==> config.mk <==
export PLATFORM = sky130hd
export DESIGN_NAME = cpu_core
export DESIGN_NICKNAME = d
export VERILOG_FILES = /design/src/cpu_pkg.sv /design/src/cpu_core.sv
export VERILOG_INCLUDE_DIRS = /design/src
export SDC_FILE = /design/constraint.sdc
export NUM_CORES = 1
export LEC_CHECK = 0
export ABC_AREA = 1
export BUFFER_PORTS_ARGS = -buffer_cell sky130_fd_sc_hd__clkbuf_2
export CELL_PAD_IN_SITES_DETAIL_PLACEMENT = 1
export CELL_PAD_IN_SITES_GLOBAL_PLACEMENT = 1
export CORE_ASPECT_RATIO = 0.9
export CORE_MARGIN = 3
export CORE_UTILIZATION = 45
export DETAILED_ROUTE_END_ITERATION = 8
export HOLD_SLACK_MARGIN = 0.08
export PLACE_DENSITY_LB_ADDON = 0.1
export SLEW_MARGIN = 20
export SYNTH_ARGS = -nofsm -noshare
export SYNTH_HDL_FRONTEND = slang
export SYNTH_SLANG_ARGS = --single-unit
==> constraint.sdc <==
create_clock -name raw_clk -period 4.5 [get_ports raw_clk]
set_clock_uncertainty 0.2 [all_clocks]
set_input_delay 0.675 -clock raw_clk [delete_from_list [all_inputs] [get_ports raw_clk]]
set_output_delay 0.675 -clock raw_clk [all_outputs]
set_load 0.1 [all_outputs]
==> src/cpu_settings.svh <==
// Build-time constants for the 6502 subset system, included by the package, RTL and testbench
`ifndef CPU_SETTINGS_SVH
`define CPU_SETTINGS_SVH

// RAM holds 2**RAM_ADDR_BITS bytes and mirrors through the 16-bit space
`define RAM_ADDR_BITS 10

// First loaded byte and first fetch after the load
`define RESET_PC 16'h0200

// Display scan counter width
// 6 keeps simulation short, 10 suits the board clock
`define SCAN_BITS 6

// Active-low column codes of the 8x4 LED matrix
`define COL_A     4'b0111
`define COL_Y     4'b1011
`define COL_PC_LO 4'b1101
`define COL_PC_HI 4'b1110

`endif

==> src/cpu_pkg.sv <==
// Shared data types and enums of the 6502 subset core, imported by the RTL and the testbench
`default_nettype none
`include "cpu_settings.svh"

package cpu_pkg;

  typedef logic [7:0]                byte_t;
  typedef logic [15:0]               addr_t;
  typedef logic [`RAM_ADDR_BITS-1:0] ram_index_t;

  // Packed as {N, Z, C}
  typedef logic [2:0] flags_t;

  localparam int FLAG_N = 2;
  localparam int FLAG_Z = 1;
  localparam int FLAG_C = 0;

  // Low two bits of the opcode
  typedef enum logic [1:0] {
    GROUP_CTRL    = 2'b00,
    GROUP_ALU     = 2'b01,
    GROUP_X       = 2'b10,
    GROUP_ILLEGAL = 2'b11
  } op_group_e;

  // Top three opcode bits of group 01
  typedef enum logic [2:0] {
    ALU_ORA, ALU_AND, ALU_EOR, ALU_ADC, ALU_STA, ALU_LDA, ALU_CMP, ALU_SBC
  } alu_op_e;

  // Addressing mode after decode
  typedef enum logic [2:0] {
    MODE_IMPLIED, MODE_IMMEDIATE, MODE_ZERO_PAGE, MODE_ABSOLUTE, MODE_RELATIVE
  } addr_mode_e;

  typedef enum logic [3:0] {
    ST_FETCH_OP_ISSUE, ST_FETCH_OP_CAPTURE, ST_DECODE,
    ST_FETCH_LO_ISSUE, ST_FETCH_LO_CAPTURE,
    ST_FETCH_HI_ISSUE, ST_FETCH_HI_CAPTURE,
    ST_FETCH_ARG_ISSUE, ST_FETCH_ARG_CAPTURE,
    ST_EXECUTE, ST_WRITEBACK, ST_STORE_ISSUE, ST_STORE_FINISH,
    ST_HALTED, ST_ERROR
  } core_state_e;

endpackage

`default_nettype wire

==> src/cpu_core.sv <==
// 6502 subset core: fetch, decode, addressing and execute FSM with A, X, Y, PC and N/Z/C
`timescale 1ns/1ps
`default_nettype none
`include "cpu_settings.svh"

module cpu_core (
  input  wire                   raw_clk,
  input  wire                   button_reset,
  input  wire                   run,
  input  wire cpu_pkg::byte_t   mem_rdata,
  output cpu_pkg::addr_t        mem_address,
  output cpu_pkg::byte_t        mem_wdata,
  output logic                  mem_write,
  output cpu_pkg::alu_op_e      alu_op,
  output cpu_pkg::byte_t        alu_a,
  output cpu_pkg::byte_t        alu_b,
  output logic                  carry_in,
  input  wire cpu_pkg::byte_t   alu_result,
  input  wire cpu_pkg::flags_t  alu_flags,
  output cpu_pkg::byte_t        reg_a,
  output cpu_pkg::byte_t        reg_y,
  output cpu_pkg::addr_t        pc,
  output logic                  halted
);
  import cpu_pkg::*;

  core_state_e state;
  addr_mode_e  addr_mode;
  addr_mode_e  dec_mode;
  op_group_e   op_group;
  byte_t       opcode;
  byte_t       operand;
  byte_t       result;
  byte_t       reg_x;
  byte_t       xfer_value;
  byte_t       store_value;
  addr_t       ea;
  flags_t      flags;
  flags_t      result_flags;
  logic [2:0]  operation;
  logic [2:0]  mode_field;
  logic        dec_legal;
  logic        is_store;
  logic        is_jmp;
  logic        branch_taken;
  logic        operand_at_pc;

  // Opcode layout is aaa_bbb_cc
  assign op_group   = op_group_e'(opcode[1:0]);
  assign operation  = opcode[7:5];
  assign mode_field = opcode[4:2];

  assign is_store      = (operation == 3'b100) &&
                         (addr_mode == MODE_ZERO_PAGE || addr_mode == MODE_ABSOLUTE);
  assign is_jmp        = (op_group == GROUP_CTRL) && (operation == 3'b010);
  assign operand_at_pc = (addr_mode == MODE_IMMEDIATE) || (addr_mode == MODE_RELATIVE);

  assign alu_op   = (op_group == GROUP_ALU) ? alu_op_e'(operation) : ALU_LDA;
  assign alu_a    = reg_a;
  assign alu_b    = operand;
  assign carry_in = flags[FLAG_C];

  assign mem_address = (state == ST_STORE_ISSUE ||
                        (state == ST_FETCH_ARG_ISSUE && !operand_at_pc)) ? ea : pc;
  assign mem_wdata   = result;
  assign mem_write   = (state == ST_STORE_ISSUE);
  assign halted      = (state == ST_HALTED) || (state == ST_ERROR);

  always_comb
  begin
    case (mode_field)
      3'b001:  dec_mode = MODE_ZERO_PAGE;
      3'b011:  dec_mode = MODE_ABSOLUTE;
      3'b100:  dec_mode = MODE_RELATIVE;
      3'b000:  dec_mode = (opcode == 8'h00) ? MODE_IMPLIED : MODE_IMMEDIATE;
      3'b010:  dec_mode = (op_group == GROUP_ALU) ? MODE_IMMEDIATE : MODE_IMPLIED;
      default: dec_mode = MODE_IMPLIED;
    endcase
    dec_legal = 1'b0;
    case (op_group)
      GROUP_CTRL:
        case (mode_field)
          3'b000:  dec_legal = (operation == 3'b000) || (operation == 3'b101);
          3'b001:  dec_legal = (operation[2:1] == 2'b10);
          3'b011:  dec_legal = (operation[2:1] == 2'b10) || (operation == 3'b010);
          3'b100:  dec_legal = (operation[2:1] != 2'b01);
          3'b010:  dec_legal = operation[2];
          3'b110:  dec_legal = (operation == 3'b100);
          default: dec_legal = 1'b0;
        endcase
      GROUP_ALU:
        dec_legal = (mode_field == 3'b001) || (mode_field == 3'b011) ||
                    (mode_field == 3'b010 && operation != 3'b100);
      GROUP_X:
        case (mode_field)
          3'b000:         dec_legal = (operation == 3'b101);
          3'b001, 3'b011: dec_legal = (operation[2:1] == 2'b10);
          3'b010:         dec_legal = operation[2] && (operation != 3'b111);
          default:        dec_legal = 1'b0;
        endcase
      GROUP_ILLEGAL:
        dec_legal = 1'b0;
    endcase
  end

  // Implied transfers, increments and decrements
  always_comb
  begin
    case (opcode)
      8'h88:   xfer_value = reg_y - 8'd1;
      8'hc8:   xfer_value = reg_y + 8'd1;
      8'he8:   xfer_value = reg_x + 8'd1;
      8'hca:   xfer_value = reg_x - 8'd1;
      8'h8a:   xfer_value = reg_x;
      8'h98:   xfer_value = reg_y;
      default: xfer_value = reg_a;
    endcase
    case (op_group)
      GROUP_CTRL: store_value = reg_y;
      GROUP_X:    store_value = reg_x;
      default:    store_value = reg_a;
    endcase
    case (operation)
      3'b000:  branch_taken = !flags[FLAG_N];
      3'b001:  branch_taken = flags[FLAG_N];
      3'b100:  branch_taken = !flags[FLAG_C];
      3'b101:  branch_taken = flags[FLAG_C];
      3'b110:  branch_taken = !flags[FLAG_Z];
      default: branch_taken = flags[FLAG_Z];
    endcase
  end

  always_ff @(posedge raw_clk)
  begin
    if (!button_reset)
    begin
      state     <= ST_FETCH_OP_ISSUE;
      addr_mode <= MODE_IMPLIED;
      reg_a     <= '0;
      reg_x     <= '0;
      reg_y     <= '0;
      flags     <= '0;
      pc        <= `RESET_PC;
    end
    else
    begin
      case (state)
        // Hold here until the loader releases the bus
        ST_FETCH_OP_ISSUE:
          if (run)
            state <= ST_FETCH_OP_CAPTURE;
        ST_FETCH_OP_CAPTURE:
        begin
          opcode <= mem_rdata;
          pc     <= pc + 16'd1;
          state  <= ST_DECODE;
        end
        ST_DECODE:
        begin
          addr_mode <= dec_mode;
          if (!dec_legal)
            state <= ST_ERROR;
          else if (opcode == 8'h00)
            state <= ST_HALTED;
          else if (dec_mode == MODE_IMPLIED)
            state <= ST_EXECUTE;
          else if (dec_mode == MODE_IMMEDIATE || dec_mode == MODE_RELATIVE)
            state <= ST_FETCH_ARG_ISSUE;
          else
            state <= ST_FETCH_LO_ISSUE;
        end
        ST_FETCH_LO_ISSUE:
          state <= ST_FETCH_LO_CAPTURE;
        ST_FETCH_LO_CAPTURE:
        begin
          ea <= {8'h00, mem_rdata};
          pc <= pc + 16'd1;
          if (addr_mode == MODE_ABSOLUTE)
            state <= ST_FETCH_HI_ISSUE;
          else if (is_store)
            state <= ST_EXECUTE;
          else
            state <= ST_FETCH_ARG_ISSUE;
        end
        ST_FETCH_HI_ISSUE:
          state <= ST_FETCH_HI_CAPTURE;
        ST_FETCH_HI_CAPTURE:
        begin
          ea[15:8] <= mem_rdata;
          pc       <= pc + 16'd1;
          state    <= (is_store || is_jmp) ? ST_EXECUTE : ST_FETCH_ARG_ISSUE;
        end
        ST_FETCH_ARG_ISSUE:
          state <= ST_FETCH_ARG_CAPTURE;
        ST_FETCH_ARG_CAPTURE:
        begin
          operand <= mem_rdata;
          if (operand_at_pc)
            pc <= pc + 16'd1;
          state <= ST_EXECUTE;
        end
        ST_EXECUTE:
        begin
          result       <= is_store ? store_value : alu_result;
          result_flags <= alu_flags;
          state        <= ST_FETCH_OP_ISSUE;
          if (is_store)
            state <= ST_STORE_ISSUE;
          else if (addr_mode == MODE_IMPLIED)
          begin
            flags[FLAG_N] <= xfer_value[7];
            flags[FLAG_Z] <= (xfer_value == 8'h00);
            case (opcode)
              8'h88, 8'ha8, 8'hc8: reg_y <= xfer_value;
              8'haa, 8'hca, 8'he8: reg_x <= xfer_value;
              default:             reg_a <= xfer_value;
            endcase
          end
          else if (addr_mode == MODE_RELATIVE)
          begin
            // Offset is relative to the next instruction
            if (branch_taken)
              pc <= pc + {{8{operand[7]}}, operand};
          end
          else if (is_jmp)
            pc <= ea;
          else
            state <= ST_WRITEBACK;
        end
        ST_WRITEBACK:
        begin
          flags <= result_flags;
          case (op_group)
            GROUP_CTRL: reg_y <= result;
            GROUP_X:    reg_x <= result;
            default:
              if (alu_op != ALU_CMP)
                reg_a <= result;
          endcase
          state <= ST_FETCH_OP_ISSUE;
        end
        ST_STORE_ISSUE:
          state <= ST_STORE_FINISH;
        ST_STORE_FINISH:
          state <= ST_FETCH_OP_ISSUE;
        ST_HALTED:
          state <= ST_HALTED;
        default:
          state <= ST_ERROR;
      endcase
    end
  end

  // RAM belongs to the loader until run
  a_no_write_before_run: assert property (
    @(posedge raw_clk) disable iff (!button_reset) !run |-> !mem_write);

  // Only a reset brings a stopped core back
  a_halt_sticky: assert property (
    @(posedge raw_clk) (halted && button_reset) |=> halted);

endmodule

`default_nettype wire

==> reports/summary.txt, run 1 <==
Peak supply drop: 0.3001 mV
Vias per inst: 5.663
Synth top cells by count: nand2_1 (199), inv_1 (128), nor2_1 (115), o21ai_0 (99), a21oi_1 (77)
Sum Neg Setup Slack: 0 ns
Routed Antenna Nets: 0
Via count: 7056
Relative slew slack: 0.3265
Wire per inst: 19.05 um
Critical path class: reg -> out
I/O Buffers: 99
Number of top-level pins: 100
DIE WIDTH: 134.2 um
Top-count cell post-synth: nand2_1
WHS Path Cells: 1
Num rows: 41
H-Tree Depth: 3
Unrepaired setup endpoints after global routing: no
Hold_buf cts: 0
Worst-Skew Late Latency: 0.35 ns
Setup Viol. Count Final: 0
Reg2reg path depth: 18
Slew @ Worst Pin: 1.008 ns
Comb power frac: 0.522
Share of cells above drive strength 1: 0.1491
CP required: 3.62 ns
Max Slew Vio Count: 0
Synthesized cell area: 6659 sq um
Reg2Reg Capture Point: flags[1]
Fmax: 0.2544 GHz
Post-Synthesis Cells: 962
Netlist cell types: 50
Crit end category: output port
First-pass GRT wire length: 37.67 mm
Leak: 3.609 nW
Hold Vio Cnt, Final: 0
Cell area power density: 579.1 nW/um^2
Part of the power in registers: 0.274
Status: completed
Grt total ovfl: 0
Avg Cell Area, Syn: 6.922 sq um
CTS tree: done
Synth warn: 0
Die area: 16300 sq um
EDFF count, synth: 43
Ys async rst share: 0
Postcts setup bufs: 0
Max-Cap Viols: 0
Net count after synthesis: 1012
Number of inserted diodes: 0
Top cells by area, synth: edfxtp_1 (19%), dfxtp_1 (15%), nand2_1 (11%), o21ai_0 (7.4%), inv_1 (7.2%)
Routed WL: 23.74 mm
Crit-path max FO: 29
Sequential cell area fraction in the yosys report: 0.3442
Final Total Pwr: 4.408 mW
Post-CTS Resized: 0
Synth area leader: edfxtp_1
Reg2reg setup slack: 0.74 ns
First-pass detailed-route iteration total: 5
Syn-to-layout area delta: 14.32%
Initial antenna violation count: 0
Number of global-route vias before repair: 6917
# DRC: 0
Clk pin slew, worst setup/hold paths: 0.07 ns
Nets: 1098
Min-delay src: alu_flags[2]
HP Class: in -> reg
# clock sinks: 93
Crit path launch type: flip-flop
DIE HEIGHT: 121.4 um
Share of the synthesized area in the top cell type: 0.1939
Ys flop type: dfxtp_1
Deepest clock path buffer count: 2
Largest net degree at the start of global routing: 30
CTS buffer count: 9
Final Cycle Share: 0.8735
Sw frac: 0.5321
Core area: 14260 sq um
Cell area after layout: 7612 sq um
Number of synthesized register bits: 93
DR iter-0 viols: 490
Final RePlAce weighted congestion: 0.8991
Hold Path End: result_flags[2]
Initial Util: 0.4669
Startpoint of the worst register-to-register path: opcode[0]
DP Wirelength: 18.21 mm
Internal power: 2.063 mW
All-Layer GR Usage: 0.2954
Worst EP arrival: 3.06 ns
Area of placed instances: 7272 sq um
Clock share of power: 0.204
Fill cell count: 1960
Clk root buf: clkbuf_16
Psw: 2.346 mW
Fin crit period: 3.931 ns
## logic make-up (layout without fill, tap and decap cells)
family	after synthesis	count (layout)	share of synthesized area
buf+inv	169	260	0.1054
compound gates	223	223	0.1838
flops	93	93	0.3442
fa+ha+maj	28	28	0.05487
mux	1	1	0.001691
simple gates	427	427	0.2824
xor+xnor	21	21	0.02762
## layout by cell type (no fill, tap or decap), types with 3 or more instances in the layout
master	synthesis	routed
a21o_1	3	3
nor2_4	4	4
inv_2	7	7
o211ai_1	6	6
nor2_2	3	4
nand3_1	59	59
clkbuf_16	0	9
nand3b_1	3	3
inv_1	128	128
xnor2_1	8	8
o21ai_0	99	99
or2_2	3	3
o21a_1	3	3
edfxtp_1	43	43
nand3_2	4	4
o22ai_1	9	9
nor2_1	115	114
ha_1	26	26
nand4_1	12	12
nand2_4	3	3
bufinv_16	0	3
nand2_2	5	5
clkbuf_2	0	99
a31oi_1	8	8
buf_4	9	7
nor3_1	13	13
a21oi_1	77	77
nand2_1	199	199
xor2_1	13	13
dfxtp_1	50	50
## cell type report
type                            instances  area (sq um)  area share
Clock buffer                           11         232.7     0.03057
Clock inverter                          5         107.6     0.01414
Inverter                              138         523.0     0.06870
Multi-Input combinational cell        700          3667      0.4818
Sequential cell                        93          2292      0.3011
Tap cell                              193         241.5     0.03172
Timing Repair Buffer                  106         548.0     0.07199
## layer usage
layer / part of all wire / wire length (um) / global-route usage / up-vias
li1: - / - / - / 3373
met1: 0.48 / 11380 / 0.4306 / 3400
met2: 0.42 / 10050 / 0.4318 / 259
met3: 0.082 / 1950 / 0.08043 / 24
met4: 0.015 / 357 / 0.07634 / 0
met5: 0 / 0 / 0 / -
## state kept, by name, summed over array words and instances, names as in the netlist
signal / count
mem_wdata: 8
reg_y: 8
state: 4
pc: 16
ea: 16
addr_mode: 3
flags: 3
result_flags: 3
alu_a: 8
reg_x: 8
opcode: 8
alu_b: 8
## critical path: stages, from the launching register on
cell      delay [ns]
dfxtp_1         0.33
inv_1           0.09
nor3_4          0.14
inv_2           0.16
o21ai_0         0.11
inv_1           0.08
nand2_1         0.11
nand2_1         0.60
o21ai_0         0.53
clkbuf_2        0.54
## metrics by stage
stage | hold WS, ns | setup slack (ns) | cells | utilization
finish | 0.2966 | 0.5692 | 1246 | 0.5338
global route | 0.2869 | 0.4034 | 1246 | 0.5338
CTS | 0.2857 | 0.6169 | 1246 | 0.5338
detailed placement | 0.2967 | 0.8602 | 1230 | 0.5099
global placement | 0.2950 | 0.9702 | 1230 | 0.5099
floorplan | 0.2961 | 0.03974 | 962 | -
## power groups by stage
| stage | registers (mW) | clock network, mW | logic [mW] |
|---|---|---|---|
| after floorplan | 1.62 | 0 | 1.38 |
| after global placement | 1.22 | 0 | 2.22 |
| after detailed placement | 1.22 | 0 | 2.27 |
| after CTS | 1.20 | 0.910 | 2.29 |
| after global routing | 1.22 | 0.946 | 2.48 |
| final | 1.21 | 0.898 | 2.30 |
## how the worst max path moves through the flow
stage / endpoint / depth (start not counted) / from
after global placement: reg_y[6] / 19 / opcode[0]
after detailed placement: flags[1] / 19 / opcode[0]
after CTS: mem_address[3] / 10 / addr_mode[2]
final: mem_address[3] / 9 / addr_mode[2]
after global routing: mem_address[3] / 10 / addr_mode[2]
after floorplan: mem_address[0] / 8 / state[2]
Note: power is estimated with default switching activity, not from simulation.
==> inputs of run 2 (changes only) <==
--- a/config.mk
+++ b/config.mk
@@ -7,13 +7,13 @@
 export NUM_CORES = 1
 export LEC_CHECK = 0
 export ABC_AREA = 1
-export BUFFER_PORTS_ARGS = -buffer_cell sky130_fd_sc_hd__clkbuf_2
 export CELL_PAD_IN_SITES_DETAIL_PLACEMENT = 1
 export CELL_PAD_IN_SITES_GLOBAL_PLACEMENT = 1
 export CORE_ASPECT_RATIO = 0.9
 export CORE_MARGIN = 3
-export CORE_UTILIZATION = 45
+export CORE_UTILIZATION = 50
 export DETAILED_ROUTE_END_ITERATION = 8
+export DONT_BUFFER_PORTS = 1
 export HOLD_SLACK_MARGIN = 0.08
 export PLACE_DENSITY_LB_ADDON = 0.1
 export SLEW_MARGIN = 20
==> reports/summary.txt, run 2 (synthesized netlist as in run 1, its figures left out) <==
Status: completed (unchanged)
Cell area after layout: 7532 sq um (was 7612 sq um)
Grt total ovfl: 0 (unchanged)
Vias per inst: 5.960 (was 5.663)
Die area: 14740 sq um (was 16300 sq um)
# clock sinks: 93 (unchanged)
Via count: 6943 (was 7056)
Cell area power density: 588.0 nW/um^2 (was 579.1 nW/um^2)
Postcts setup bufs: 0 (unchanged)
DIE HEIGHT: 115.5 um (was 121.4 um)
HP Class: in -> reg (unchanged)
CTS buffer count: 9 (unchanged)
DIE WIDTH: 127.6 um (was 134.2 um)
Wire per inst: 21.25 um (was 19.05 um)
Hold Vio Cnt, Final: 0 (unchanged)
Nets: 1046 (was 1098)
Largest net degree at the start of global routing: 30 (unchanged)
Post-CTS Resized: 0 (unchanged)
Crit end category: flip-flop (was output port)
Met3 Use GR: 0.07834 (was 0.08043)
Crit-path max FO: 13 (was 29)
Startpoint of the worst register-to-register path: opcode[0] (unchanged)
Number of global-route vias before repair: 7390 (was 6917)
CP bufs+invs: 4 (unchanged)
Unrepaired setup endpoints after global routing: no (unchanged)
Critical path class: reg -> reg (was reg -> out)
Number of inserted diodes: 0 (unchanged)
Slew @ Worst Pin: 1.160 ns (was 1.008 ns)
Met2 usage: 0.5833 (was 0.4318)
Cell with the largest stage delay on the worst path: edfxtp_1 (was nand2_1)
Worst EP arrival: 4.08 ns (was 3.06 ns)
Most frequent cell on the critical path: nand2_1
Setup Viol. Count Final: 0 (unchanged)
Met1 Use GR: 0.4291 (was 0.4306)
Busiest grt layer: met2 (unchanged)
Routed Antenna Nets: 0 (unchanged)
Syn-to-layout area delta: 13.12% (was 14.32%)
H-Tree Depth: 3 (unchanged)
First-pass GRT wire length: 39.71 mm (was 37.67 mm)
Max-Cap Viols: 0 (unchanged)
Clk pin slew, worst setup/hold paths: 0.08 ns (was 0.07 ns)
Kind of cell adding the most delay to the critical path: compound AO/OA/AOI/OAI gates (was buffers and inverters)
First-pass detailed-route iteration total: 5 (unchanged)
Share of cells above drive strength 1: 0.1309 (was 0.1491)
Critical Path Stages: 17 (was 9)
Top flop regs: ea (16), pc (16) (unchanged)
DP Wirelength: 18.93 mm (was 18.21 mm)
Initial Util: 0.5189 (was 0.4669)
Peak supply drop: 0.3903 mV (was 0.3001 mV)
Reg2reg path depth: 17 (was 18)
Commonest non-fill, non-tap cell in the layout: nand2_1 (unchanged)
Num rows: 39 (was 41)
DR iter-0 viols: 555 (was 490)
Core area: 12830 sq um (was 14260 sq um)
Relative slew slack: 0.2253 (was 0.3265)
Area of placed instances: 7223 sq um (was 7272 sq um)
Most frequent cells in the layout: nand2_1 (199), inv_1 (128), nor2_1 (113) (was nand2_1 (199), inv_1 (128), nor2_1 (114))
Deepest clock path buffer count: 2 (unchanged)
Number of top-level pins: 100 (unchanged)
Min-delay src: alu_flags[2] (unchanged)
# DRC: 0 (unchanged)
I/O Buffers: 0 (was 99)
Final RePlAce weighted congestion: 0.9519 (was 0.8991)
Sum Neg Setup Slack: 0 ns (unchanged)
Worst setup path startpoint: opcode[0] (was addr_mode[2])
Crit path launch type: flip-flop (unchanged)
Leak: 3.451 nW (was 3.609 nW)
Max Slew Vio Count: 0 (unchanged)
Initial antenna violation count: 0 (unchanged)
Routed WL: 24.76 mm (was 23.74 mm)
All-Layer GR Usage: 0.3434 (was 0.2954)
Max stage delay on crit path: 0.61 ns (was 0.60 ns)
CP required: 4.60 ns (was 3.62 ns)
Clk root buf: clkbuf_16 (unchanged)
Fill cell count: 1683 (was 1960)
Hold_buf cts: 0 (unchanged)
CP Cell Sequence: clkinv_4 > nand2_1 > inv_1 > nand2_1 > nor2_1 > inv_1 > ha_1 > nand3_1 > nand2_1 > o21ai_0 > a21oi_1 > nor3_2 > nand2_1 > nand2_1 > o21ai_0 > o21ai_0 > inv_1 (was inv_1 > nor3_4 > inv_2 > o21ai_0 > inv_1 > nand2_1 > nand2_1 > o21ai_0 > clkbuf_2)
CTS tree: done (unchanged)
Fmax: 0.2517 GHz (was 0.2544 GHz)
Worst-Skew Late Latency: 0.36 ns (was 0.35 ns)
Final Cycle Share: 0.8828 (was 0.8735)
Fin crit period: 3.972 ns (was 3.931 ns)
WHS Path Cells: 0 (was 1)
==> run 2: cell types whose count changed in the layout (fill, tap and decap cells not counted), moves of 3 or more <==
cell / delta
o21ai_2: +13
buf_4: +43
buf_12: +3
dfxtp_1: -8
dfxtp_2: +8
clkbuf_2: -99
o21ai_0: -13
==> run 2: worst register-to-register path, cell delays in order (launching register included) <==
cell      delay, ns
edfxtp_1       0.61
clkinv_4       0.17
nand2_1        0.11
inv_1          0.37
nand2_1        0.09
nor2_1         0.24
inv_1          0.20
ha_1           0.42
nand3_1        0.11
nand2_1        0.11
o21ai_0        0.08
a21oi_1        0.24
nor3_2         0.06
nand2_1        0.12
nand2_1        0.09
o21ai_0        0.42
o21ai_0        0.21
inv_1          0.08
==> run 2: report_power, final <==
part           total (mW)  switching (mW)  leakage (nW)  internal [mW]
registers            1.35           0.326         0.802           1.03
clock network       0.822           0.379         0.147          0.443
logic                2.25            1.70          2.50          0.555
total                4.43            2.40          3.45           2.03
==> run 2: area by class of cell <==
cell class / count / area (sq um) / area share
Clock buffer: 10 / 229.0 / 0.03040
Clock inverter: 6 / 77.57 / 0.01030
Inverter: 138 / 523.0 / 0.06944
Multi-Input combinational cell: 700 / 3732 / 0.4955
Sequential cell: 93 / 2302 / 0.3056
Tap cell: 164 / 205.2 / 0.02724
Timing Repair Buffer: 54 / 462.9 / 0.06146
==> run 2: per-stage QoR <==
step / hold WS, ns / setup WS, ns / total power, mW / cells / utilization
CTS: 0.1954 / 0.6315 / 4.403 / 1165 / 0.5867
floorplan: 0.2961 / 0.03974 / 2.993 / 962 / -
global route: 0.1852 / 0.1723 / 4.648 / 1165 / 0.5869
detailed placement: 0.2986 / 0.6673 / 3.573 / 1149 / 0.5628
global placement: 0.2907 / 0.9180 / 3.479 / 1149 / 0.5624
finish: 0.2009 / 0.5276 / 4.429 / 1165 / 0.5869
==> run 2: metal layers <==
layer / vias up / wire length [um]
met1: 3380 / 10500
met4: 0 / 695
met3: 60 / 1517
met5: - / 0
li1: 3262 / -
met2: 241 / 12040
==> run 2: final timing paths <==
path / end / slack [ns]
worst max register to register: reg_y[4] / 0.53
worst min-delay path: result_flags[2] / 0.20
worst min register to register: flags[0] / 0.31
worst max-delay path: reg_y[4] / 0.53
